--- src/source/zynet_ctrl_pkg.sv ---
`default_nettype none

package zynet_ctrl_pkg;

    // sequencing states shared by the conv, serializer and fc layers
    //   IDLE  waiting for work
    //   BUSY  filling, writing or finishing
    //   SEND  holding a result for the next layer
    typedef enum logic [1:0] {
        IDLE,
        BUSY,
        SEND
    } layer_state_e;

endpackage

`default_nettype wire

--- src/source/zynet_coef_pkg.sv ---
`default_nettype none

package zynet_coef_pkg;

    // frame geometry
    localparam int INPUT_LENGTH  = 19;
    localparam int KERNEL_LENGTH = 4;
    localparam int CONV_LENGTH   = INPUT_LENGTH - KERNEL_LENGTH + 1;
    // divide by CONV_LENGTH when averaging
    localparam int POOL_SHIFT    = 4;

    localparam int NUM_KERNELS = 4;
    localparam int OUTPUT_SIZE = 3;

    // coefficients carry six fraction bits
    localparam int COEF_WIDTH     = 8;
    localparam int COEF_FRAC_BITS = 6;
    localparam int BIAS_WIDTH     = 16;

    // one row per kernel, tap 0 meets the oldest sample
    localparam logic signed [COEF_WIDTH-1:0] KERNEL_COEF [NUM_KERNELS][KERNEL_LENGTH] = '{
        '{ 8'sd32,   8'sd64, -8'sd48,  8'sd16},
        '{-8'sd20,   8'sd40,  8'sd40, -8'sd20},
        '{ 8'sd96,  -8'sd64,  8'sd8,   8'sd24},
        '{-8'sd12,  -8'sd28,  8'sd72,  8'sd56}
    };

    // one row per score, column k weights feature k
    localparam logic signed [COEF_WIDTH-1:0] FC_WEIGHT [OUTPUT_SIZE][NUM_KERNELS] = '{
        '{ 8'sd80,  -8'sd36,   8'sd52,  8'sd18},
        '{-8'sd44,   8'sd90,  -8'sd16,  8'sd60},
        '{ 8'sd24,   8'sd30, -8'sd100, -8'sd70}
    };

    // biases in data format, 12 fraction bits
    localparam logic signed [BIAS_WIDTH-1:0] FC_BIAS [OUTPUT_SIZE] = '{
        16'sd1024,
        -16'sd2048,
        16'sd512
    };

endpackage

`default_nettype wire

--- src/source/conv_layer.sv ---
`timescale 1ns/1ns
`default_nettype none

module conv_layer #(
    parameter int WORD_SIZE    = 16,
    parameter int INT_BITS     = 4,
    parameter int KERNEL_INDEX = 0
) (
    input  logic                        clk_i,
    input  logic                        reset_i,
    input  logic                        start_i,
    input  logic                        valid_i,
    input  logic signed [WORD_SIZE-1:0] data_i,
    output logic                        ready_o,
    output logic                        valid_o,
    input  logic                        yumi_i,
    output logic signed [WORD_SIZE-1:0] data_o
);
    import zynet_ctrl_pkg::*;
    import zynet_coef_pkg::*;

    localparam int FRAC_BITS  = WORD_SIZE - INT_BITS;
    localparam int SUM_WIDTH  = WORD_SIZE + COEF_WIDTH + $clog2(KERNEL_LENGTH);
    localparam int FILL_WIDTH = $clog2(KERNEL_LENGTH);
    // largest word is 2^(INT_BITS-1) less one lsb
    localparam logic signed [SUM_WIDTH-1:0] SAT_MAX =
        (SUM_WIDTH'(1) << (FRAC_BITS + INT_BITS - 1)) - 1;
    localparam logic signed [SUM_WIDTH-1:0] SAT_MIN = -SAT_MAX - 1;

    layer_state_e state;
    logic [FILL_WIDTH-1:0] fill;
    logic accept;
    logic produce;

    // previous KERNEL_LENGTH-1 samples, index 0 oldest
    logic signed [WORD_SIZE-1:0] window [KERNEL_LENGTH-1];
    logic signed [WORD_SIZE-1:0] taps [KERNEL_LENGTH];
    logic signed [SUM_WIDTH-1:0] sum;
    logic signed [SUM_WIDTH-1:0] scaled;
    logic signed [WORD_SIZE-1:0] result;

    // a held result may leave in the same cycle a new sample enters
    assign ready_o = (state != SEND) || yumi_i;
    assign valid_o = state == SEND;
    assign accept  = valid_i && ready_o && (state != IDLE) && !start_i;
    assign produce = accept && (fill == FILL_WIDTH'(KERNEL_LENGTH - 1));

    always_comb begin
        for (int k = 0; k < KERNEL_LENGTH - 1; k++) begin
            taps[k] = window[k];
        end
        taps[KERNEL_LENGTH-1] = data_i;
    end

    // full width MAC, then back to data format and clip
    always_comb begin
        sum = '0;
        for (int k = 0; k < KERNEL_LENGTH; k++) begin
            sum = sum + taps[k] * KERNEL_COEF[KERNEL_INDEX][k];
        end
        scaled = sum >>> COEF_FRAC_BITS;
        if (scaled > SAT_MAX) begin
            result = SAT_MAX[WORD_SIZE-1:0];
        end else if (scaled < SAT_MIN) begin
            result = SAT_MIN[WORD_SIZE-1:0];
        end else begin
            result = scaled[WORD_SIZE-1:0];
        end
    end

    always_ff @(posedge clk_i) begin
        if (reset_i) begin
            state <= IDLE;
            fill  <= '0;
        end else begin
            if (start_i) begin
                fill <= '0;
            end else if (accept && !produce) begin
                fill <= fill + 1'b1;
            end
            case (state)
                IDLE: if (start_i) state <= BUSY;
                BUSY: if (produce) state <= SEND;
                SEND: if (yumi_i && !produce) state <= BUSY;
                default: state <= IDLE;
            endcase
        end
    end

    always_ff @(posedge clk_i) begin
        if (accept) begin
            for (int k = 0; k < KERNEL_LENGTH - 1; k++) begin
                window[k] <= taps[k + 1];
            end
        end
        if (produce) begin
            data_o <= result;
        end
    end

endmodule

`default_nettype wire

--- src/source/pooling_layer.sv ---
`timescale 1ns/1ns
`default_nettype none

module pooling_layer #(
    parameter int WORD_SIZE = 16,
    parameter int INT_BITS  = 4
) (
    input  logic                        clk_i,
    input  logic                        reset_i,
    input  logic                        valid_i,
    input  logic signed [WORD_SIZE-1:0] data_i,
    output logic                        yumi_o,
    output logic                        valid_o,
    output logic signed [WORD_SIZE-1:0] data_o,
    input  logic                        clear_i
);
    import zynet_coef_pkg::*;

    localparam int FRAC_BITS = WORD_SIZE - INT_BITS;
    localparam int ACC_WIDTH = WORD_SIZE + POOL_SHIFT;
    localparam int CNT_WIDTH = $clog2(CONV_LENGTH);
    localparam logic [WORD_SIZE-1:0] MAG_MAX =
        (WORD_SIZE'(1) << (FRAC_BITS + INT_BITS - 1)) - 1;
    localparam logic [WORD_SIZE-1:0] MOST_NEG = {1'b1, {(WORD_SIZE-1){1'b0}}};

    logic [WORD_SIZE-1:0] mag;
    logic [ACC_WIDTH-1:0] acc;
    logic [CNT_WIDTH-1:0] count;
    logic take;

    assign yumi_o = !valid_o;
    assign take   = valid_i && yumi_o;
    // average is the sum with the low POOL_SHIFT bits dropped
    assign data_o = acc[ACC_WIDTH-1:POOL_SHIFT];

    // the most negative word has no positive twin, so it clips
    always_comb begin
        if (!data_i[WORD_SIZE-1]) begin
            mag = data_i;
        end else if (data_i == MOST_NEG) begin
            mag = MAG_MAX;
        end else begin
            mag = -data_i;
        end
    end

    always_ff @(posedge clk_i) begin
        if (reset_i || clear_i) begin
            acc     <= '0;
            count   <= '0;
            valid_o <= 1'b0;
        end else if (take) begin
            acc <= acc + ACC_WIDTH'(mag);
            if (count == CNT_WIDTH'(CONV_LENGTH - 1)) begin
                count   <= '0;
                valid_o <= 1'b1;
            end else begin
                count <= count + 1'b1;
            end
        end
    end

endmodule

`default_nettype wire

--- src/source/fc_output_layer.sv ---
`timescale 1ns/1ns
`default_nettype none

module fc_output_layer #(
    parameter int WORD_SIZE = 16
) (
    input  logic                                                 clk_i,
    input  logic                                                 reset_i,
    input  logic [zynet_coef_pkg::NUM_KERNELS-1:0]                valid_i,
    input  logic [zynet_coef_pkg::NUM_KERNELS-1:0][WORD_SIZE-1:0] data_i,
    output logic                                                 done_o,
    output logic                                                 wen_o,
    input  logic                                                 full_i,
    output logic [WORD_SIZE-1:0]                                 data_o
);
    import zynet_ctrl_pkg::*;
    import zynet_coef_pkg::*;

    localparam int IDX_WIDTH = $clog2(NUM_KERNELS);

    layer_state_e state;
    logic [IDX_WIDTH-1:0] idx;
    logic capture;
    logic [NUM_KERNELS-1:0][WORD_SIZE-1:0] features;

    // every pooling layer has finished its average
    assign capture = (state == IDLE) && (&valid_i);
    assign wen_o   = (state == BUSY) && !full_i;
    assign done_o  = state == SEND;
    assign data_o  = features[idx];

    always_ff @(posedge clk_i) begin
        if (reset_i) begin
            state <= IDLE;
            idx   <= '0;
        end else begin
            case (state)
                IDLE: begin
                    if (capture) begin
                        state <= BUSY;
                        idx   <= '0;
                    end
                end
                BUSY: begin
                    if (wen_o) begin
                        if (idx == IDX_WIDTH'(NUM_KERNELS - 1)) begin
                            state <= SEND;
                        end else begin
                            idx <= idx + 1'b1;
                        end
                    end
                end
                // done_o clears the pooling layers here
                SEND: state <= IDLE;
                default: state <= IDLE;
            endcase
        end
    end

    always_ff @(posedge clk_i) begin
        if (capture) begin
            features <= data_i;
        end
    end

endmodule

`default_nettype wire

--- src/source/double_fifo.sv ---
`timescale 1ns/1ns
`default_nettype none

module double_fifo #(
    parameter int WORD_SIZE  = 16,
    parameter int FIFO_DEPTH = 8
) (
    input  logic                 clk_i,
    input  logic                 reset_i,
    input  logic                 wen_i,
    input  logic [WORD_SIZE-1:0] data_i,
    output logic                 full_o,
    input  logic                 ren_i,
    output logic                 empty_o,
    output logic [WORD_SIZE-1:0] data_o
);
    localparam int PTR_WIDTH = $clog2(FIFO_DEPTH);
    localparam int CNT_WIDTH = $clog2(FIFO_DEPTH + 1);

    logic [WORD_SIZE-1:0] mem [FIFO_DEPTH];
    logic [PTR_WIDTH-1:0] wptr;
    logic [PTR_WIDTH-1:0] rptr;
    logic [CNT_WIDTH-1:0] count;
    logic push;
    logic pop;

    assign full_o  = count == CNT_WIDTH'(FIFO_DEPTH);
    assign empty_o = count == '0;
    assign push    = wen_i && !full_o;
    assign pop     = ren_i && !empty_o;
    // head word shows before it is read
    assign data_o  = mem[rptr];

    always_ff @(posedge clk_i) begin
        if (reset_i) begin
            wptr  <= '0;
            rptr  <= '0;
            count <= '0;
        end else begin
            if (push) begin
                wptr <= (wptr == PTR_WIDTH'(FIFO_DEPTH - 1)) ? '0 : wptr + 1'b1;
            end
            if (pop) begin
                rptr <= (rptr == PTR_WIDTH'(FIFO_DEPTH - 1)) ? '0 : rptr + 1'b1;
            end
            count <= count + CNT_WIDTH'(push) - CNT_WIDTH'(pop);
        end
    end

    always_ff @(posedge clk_i) begin
        if (push) begin
            mem[wptr] <= data_i;
        end
    end

endmodule

`default_nettype wire

--- src/source/fc_layer.sv ---
`timescale 1ns/1ns
`default_nettype none

module fc_layer #(
    parameter int WORD_SIZE = 16,
    parameter int INT_BITS  = 4
) (
    input  logic                                                 clk_i,
    input  logic                                                 reset_i,
    input  logic signed [WORD_SIZE-1:0]                          data_i,
    input  logic                                                 empty_i,
    output logic                                                 ren_o,
    output logic                                                 valid_o,
    input  logic                                                 yumi_i,
    output logic [zynet_coef_pkg::OUTPUT_SIZE-1:0][WORD_SIZE-1:0] data_o
);
    import zynet_ctrl_pkg::*;
    import zynet_coef_pkg::*;

    localparam int FRAC_BITS = WORD_SIZE - INT_BITS;
    // one spare bit for the bias add
    localparam int ACC_WIDTH = WORD_SIZE + COEF_WIDTH + $clog2(NUM_KERNELS) + 1;
    localparam int CNT_WIDTH = $clog2(NUM_KERNELS);
    localparam logic signed [ACC_WIDTH-1:0] SAT_MAX =
        (ACC_WIDTH'(1) << (FRAC_BITS + INT_BITS - 1)) - 1;
    localparam logic signed [ACC_WIDTH-1:0] SAT_MIN = -SAT_MAX - 1;

    layer_state_e state;
    logic [CNT_WIDTH-1:0] count;
    logic signed [ACC_WIDTH-1:0] acc [OUTPUT_SIZE];
    logic signed [ACC_WIDTH-1:0] biased [OUTPUT_SIZE];
    logic [OUTPUT_SIZE-1:0][WORD_SIZE-1:0] score;

    // reads only while collecting features
    assign ren_o   = (state == IDLE) && !empty_i;
    assign valid_o = state == SEND;

    always_comb begin
        for (int o = 0; o < OUTPUT_SIZE; o++) begin
            biased[o] = (acc[o] >>> COEF_FRAC_BITS) + FC_BIAS[o];
            if (biased[o] > SAT_MAX) begin
                score[o] = SAT_MAX[WORD_SIZE-1:0];
            end else if (biased[o] < SAT_MIN) begin
                score[o] = SAT_MIN[WORD_SIZE-1:0];
            end else begin
                score[o] = biased[o][WORD_SIZE-1:0];
            end
        end
    end

    always_ff @(posedge clk_i) begin
        if (reset_i) begin
            state <= IDLE;
            count <= '0;
            for (int o = 0; o < OUTPUT_SIZE; o++) begin
                acc[o] <= '0;
            end
        end else begin
            case (state)
                IDLE: begin
                    if (ren_o) begin
                        for (int o = 0; o < OUTPUT_SIZE; o++) begin
                            acc[o] <= acc[o] + data_i * FC_WEIGHT[o][count];
                        end
                        if (count == CNT_WIDTH'(NUM_KERNELS - 1)) begin
                            count <= '0;
                            state <= BUSY;
                        end else begin
                            count <= count + 1'b1;
                        end
                    end
                end
                // scores are registered here, sums start over
                BUSY: begin
                    state <= SEND;
                    for (int o = 0; o < OUTPUT_SIZE; o++) begin
                        acc[o] <= '0;
                    end
                end
                SEND: if (yumi_i) state <= IDLE;
                default: state <= IDLE;
            endcase
        end
    end

    always_ff @(posedge clk_i) begin
        if (state == BUSY) begin
            data_o <= score;
        end
    end

endmodule

`default_nettype wire

--- src/source/zynet.sv ---
`timescale 1ns/1ns
`default_nettype none

module zynet #(
    parameter int WORD_SIZE  = 16,
    parameter int INT_BITS   = 4,
    parameter int FIFO_DEPTH = 8
) (
    input  logic                                                 clk_i,
    input  logic                                                 reset_i,
    input  logic                                                 start_i,
    input  logic signed [WORD_SIZE-1:0]                          data_i,
    input  logic                                                 valid_i,
    output logic                                                 ready_o,
    output logic [zynet_coef_pkg::OUTPUT_SIZE-1:0][WORD_SIZE-1:0] data_o,
    output logic                                                 valid_o,
    input  logic                                                 yumi_i
);
    import zynet_coef_pkg::*;

    logic [NUM_KERNELS-1:0] conv_ready;
    logic [NUM_KERNELS-1:0] conv_valid;
    logic [NUM_KERNELS-1:0] pool_yumi;
    logic [NUM_KERNELS-1:0] pool_valid;
    logic [NUM_KERNELS-1:0][WORD_SIZE-1:0] conv_data;
    logic [NUM_KERNELS-1:0][WORD_SIZE-1:0] pool_data;

    logic feat_done;
    logic feat_wen;
    logic [WORD_SIZE-1:0] feat_data;
    logic fifo_full;
    logic fifo_empty;
    logic [WORD_SIZE-1:0] fifo_data;
    logic fc_ren;

    // kernels run in lockstep, kernel 0 speaks for all
    assign ready_o = conv_ready[0];

    for (genvar i = 0; i < NUM_KERNELS; i++) begin : g_kernel
        conv_layer #(
            .WORD_SIZE   (WORD_SIZE),
            .INT_BITS    (INT_BITS),
            .KERNEL_INDEX(i)
        ) u_conv (
            .clk_i  (clk_i),
            .reset_i(reset_i),
            .start_i(start_i),
            .valid_i(valid_i),
            .data_i (data_i),
            .ready_o(conv_ready[i]),
            .valid_o(conv_valid[i]),
            .yumi_i (pool_yumi[i]),
            .data_o (conv_data[i])
        );

        pooling_layer #(
            .WORD_SIZE(WORD_SIZE),
            .INT_BITS (INT_BITS)
        ) u_pool (
            .clk_i  (clk_i),
            .reset_i(reset_i),
            .valid_i(conv_valid[i]),
            .data_i (conv_data[i]),
            .yumi_o (pool_yumi[i]),
            .valid_o(pool_valid[i]),
            .data_o (pool_data[i]),
            .clear_i(feat_done)
        );
    end

    fc_output_layer #(
        .WORD_SIZE(WORD_SIZE)
    ) u_serializer (
        .clk_i  (clk_i),
        .reset_i(reset_i),
        .valid_i(pool_valid),
        .data_i (pool_data),
        .done_o (feat_done),
        .wen_o  (feat_wen),
        .full_i (fifo_full),
        .data_o (feat_data)
    );

    double_fifo #(
        .WORD_SIZE (WORD_SIZE),
        .FIFO_DEPTH(FIFO_DEPTH)
    ) u_fifo (
        .clk_i  (clk_i),
        .reset_i(reset_i),
        .wen_i  (feat_wen),
        .data_i (feat_data),
        .full_o (fifo_full),
        .ren_i  (fc_ren),
        .empty_o(fifo_empty),
        .data_o (fifo_data)
    );

    fc_layer #(
        .WORD_SIZE(WORD_SIZE),
        .INT_BITS (INT_BITS)
    ) u_fc (
        .clk_i  (clk_i),
        .reset_i(reset_i),
        .data_i (fifo_data),
        .empty_i(fifo_empty),
        .ren_o  (fc_ren),
        .valid_o(valid_o),
        .yumi_i (yumi_i),
        .data_o (data_o)
    );

endmodule

`default_nettype wire

--- config.mk ---
export PLATFORM = sky130hd
export DESIGN_NAME = zynet
export DESIGN_NICKNAME = d
export VERILOG_FILES = /design/src/source/zynet_ctrl_pkg.sv /design/src/source/zynet_coef_pkg.sv /design/src/source/conv_layer.sv /design/src/source/pooling_layer.sv /design/src/source/fc_output_layer.sv /design/src/source/double_fifo.sv /design/src/source/fc_layer.sv /design/src/source/zynet.sv
export SDC_FILE = /design/constraint.sdc
export NUM_CORES = 2
export LEC_CHECK = 0
export BUFFER_PORTS_ARGS = -buffer_cell sky130_fd_sc_hd__buf_2
export CAP_MARGIN = 20
export CORE_MARGIN = 1.5
export CORE_UTILIZATION = 45
export CTS_CLUSTER_SIZE = 24
export DETAILED_ROUTE_END_ITERATION = 7
export GPL_TIMING_DRIVEN = 0
export PLACE_DENSITY = 0.6
export SLEW_MARGIN = 20
export SYNTH_ARGS = -nofsm -noshare
export SYNTH_HDL_FRONTEND = slang
export SYNTH_SLANG_ARGS = --single-unit
--- constraint.sdc ---
create_clock -name clk_i -period 10.05 [get_ports clk_i]
set_input_delay 1.5075 -clock clk_i [delete_from_list [all_inputs] [get_ports clk_i]]
set_output_delay 1.5075 -clock clk_i [all_outputs]
set_load 0.03 [all_outputs]
==> impl_metrics.env <==
export IMPL_async_flop_share_pct=0
export IMPL_path_max_fanout=10
export IMPL_std_cell_rows=138
export IMPL_grt_first_pass_wirelength_um=242000
export IMPL_synth_area_leaders="edfxtp_1, ha_1, fa_1"
export IMPL_synth_cell_types=98
export IMPL_slew_headroom_pct=20.52
export IMPL_drc=0
export IMPL_rr_worst_depth=23
export IMPL_setup_viol=0
export IMPL_cts_tree="done"
export IMPL_die_x_um=380.7
export IMPL_core_region_area_um2=141600
export IMPL_finalHoldViolCount=0
export IMPL_drt_initial_drc_count=2303
export IMPL_synthXorXnorAreaFrac_pct=6.029
export IMPL_synth_edff_count=574
export IMPL_worstSetupPathType="in -> reg"
export IMPL_yosys_area_top_type_share_pct=26.84
export IMPL_n_fill_cell=12900
export IMPL_via_count=44220
export IMPL_rrSetupSlack_ns=1.33
export IMPL_avgViaCountPerCell=5.300
export IMPL_cts_made_buffers=84
export IMPL_synth_largest_area_cell="edfxtp_1"
export IMPL_cpMostUsedCell="ha_1"
export IMPL_first_pass_iters=5
export IMPL_hold_start="g_kernel[2].u_conv.window[0][46]"
export IMPL_drive_gt1_share_pct=6.430
export IMPL_finalMaxSlewViolations=0
export IMPL_cts_root_buf="clkbuf_16"
export IMPL_antenna_found_initial=0
export IMPL_clk_latency_ns=0.69
export IMPL_drtAntennaViolNets=0
export IMPL_slowest_stage="fa_1"
export IMPL_synth_top_family_by_area="adder cells"
export IMPL_die_area_um2=145000
export IMPL_syn_cell_area_um2=64210
export IMPL_clkSinkCount=711
export IMPL_initial_core_util_pct=45.35
export IMPL_worstPathRequired_ns=10.45
export IMPL_cts_htree_levels=3
export IMPL_clk_pin_slew_ns=0.06
export IMPL_postCtsSetupRepairBufs=0
export IMPL_postRouteWirelength_um=152900
export IMPL_synth_nets=7580
export IMPL_hold_path_class="reg -> reg"
export IMPL_worstReg2RegEnd="u_fc.acc[0][79]"
export IMPL_synthCells=6194
export IMPL_post_route_period_util_pct=89.59
export IMPL_yosysWarnings=0
export IMPL_die_height_um=380.7
export IMPL_avgSynthCellArea_um2=10.37
export IMPL_finish_net_count=7769
export IMPL_ys_flop_type="edfxtp_1"
export IMPL_ys_ff_latch=711
export IMPL_min_period_ns=9.004
export IMPL_synth_adder_area_share_pct=32.73
export IMPL_synth_simple_area_share_pct=10.88
export IMPL_end_kind="register"
export IMPL_io_pins=71
export IMPL_hold_buffers=0
export IMPL_yosys_mux_area_fraction_pct=2.167
export IMPL_dpl_hpwl_um=124900
export IMPL_synth_compound_area_share_pct=10.83
export IMPL_yosysSeqAreaShare_pct=31.12
export IMPL_clk_path_buf_depth=3
export IMPL_area_growth_pct=9.687
export IMPL_grt_max_degree=51
export IMPL_tightest_slew_ns=1.192
export IMPL_outcome="complete, no violations"
export IMPL_detail_route_wl_per_cell_um=18.32
export IMPL_worstPathArrival_ns=9.41
export IMPL_fin_setup_tns_ns=0
export IMPL_n_antenna_cell=0
export IMPL_worstSetupStartpoint="data_i[2]"
export IMPL_cts_repair_resized=0
export IMPL_rsz0062_at_grt="false"
export IMPL_port_buffer_count=70
export IMPL_grt_pass1_vias=44590
export IMPL_endpoint="g_kernel[1].u_conv.data_o[9]"
export IMPL_skew_ns=0.01931
export IMPL_place_congestion=0.9325
export IMPL_cp_start_kind="input port"
export IMPL_max_freq_ghz=0.1111
export IMPL_grt_use_total_pct=21.15
export IMPL_maxCapViolCount=0
export IMPL_overflow=0
export IMPL_max_stage_delay_ns=0.55
[area by class of cell]
type	count	area (um^2)	area share [%]
clock inverters	58	681.9	0.9682
clock buffers	99	2270	3.223
plain buffers	118	469.2	0.6662
flip-flops and latches	711	19980	28.37
well taps	1890	2365	3.358
repair buffers	103	759.5	1.078
multi-input cells	4420	40360	57.30
inverters	945	3547	5.037
[flip-flops by register name, indices dropped and copies added, names as in the netlist, 3 cells and up, named ones only]
register	cells
g_kernel.u_pool.acc	80
g_kernel.u_conv.window	192
u_fc.acc	78
g_kernel.u_pool.count	16
u_fifo.wptr	3
u_serializer.features	64
g_kernel.u_conv.data_o	64
g_kernel.u_conv.fill	8
u_fifo.rptr	3
g_kernel.u_conv.state	8
g_kernel.u_pool.valid_o	4
u_fc.data_o	48
u_fifo.count	4
u_fifo.mem	128
[Yosys cell counts (104+ instances only)]
library cell / n
inv_1: 944
xnor2_1: 281
nor2_1: 380
edfxtp_1: 574
nand2_1: 460
a21o_1: 136
a21oi_1: 363
nor2b_1: 104
o21ai_0: 178
dfxtp_1: 137
ha_1: 841
xor2_1: 161
fa_1: 524
[metrics by stage]
| stage | worst slack, ns | instance area, um^2 | instances | util (%) | hold slack [ns] |
|---|---|---|---|---|---|
| after floorplan | 1.953 | 64210 | 6194 | - | 0.4172 |
| after global placement | 0.4720 | 66920 | 8154 | 47.27 | 0.4282 |
| after detailed placement | 0.3636 | 67470 | 8186 | 47.65 | 0.4338 |
| after CTS | 1.075 | 70420 | 8343 | 49.74 | 0.4468 |
| after global routing | 0.5946 | 70430 | 8344 | 49.74 | 0.4507 |
| final | 1.046 | 70430 | 8344 | 49.74 | 0.4449 |
[placed cells by master (no fill, tap or decap), types with 29 or more instances in the layout]
cell / n
inv_1: 944
ha_1: 841
edfxtp_1: 574
fa_1: 524
nand2_1: 460
nor2_1: 375
a21oi_1: 363
xnor2_1: 281
o21ai_0: 178
xor2_1: 161
dfxtp_1: 137
a21o_1: 136
clkbuf_1: 107
nor2b_1: 103
nand3_1: 101
clkbuf_16: 85
nor3_1: 78
buf_2: 76
or3_1: 53
nand2b_1: 53
o21bai_1: 52
o21a_1: 51
mux4_2: 48
and2_1: 41
and3_1: 41
a31oi_1: 38
or2_2: 36
a211oi_1: 29
[worst min path at each step]
stage	depth (start not counted)	to
after floorplan	0	u_serializer.features[47]
after global placement	0	u_serializer.features[63]
after detailed placement	0	u_serializer.features[63]
after CTS	0	g_kernel[2].u_conv.window[0][30]
after global routing	0	u_serializer.features[63]
final	0	g_kernel[2].u_conv.window[0][30]
[worst max-delay path: cells and delay by family]
family	cells	cell delay, ns
AOI/OAI and AO/OA	9	1.99
adders and majority gates	7	2.84
and+or+nand+nor	6	1.65
buffers and inverters	6	1.39
[metal layers]
metal	track usage, %	share of wire (%)
met4	7.577	3.8
met5	0	0
met3	2.400	3.5
met2	37.38	49
met1	26.60	43
[logic make-up after synthesis]
| family | after synthesis |
|---|---|
| buffers and inverters | 1063 |
| AO/OA/AOI/OAI | 1070 |
| XOR/XNOR | 442 |
| adder cells (fa/ha/maj) | 1365 |
| flip-flops | 711 |
| multiplexers | 78 |
| AND/OR/NAND/NOR | 1465 |
Power is left out: the tool's default activity adds up to more than one toggle a clock period on the data nets, which glitch-free logic cannot reach.
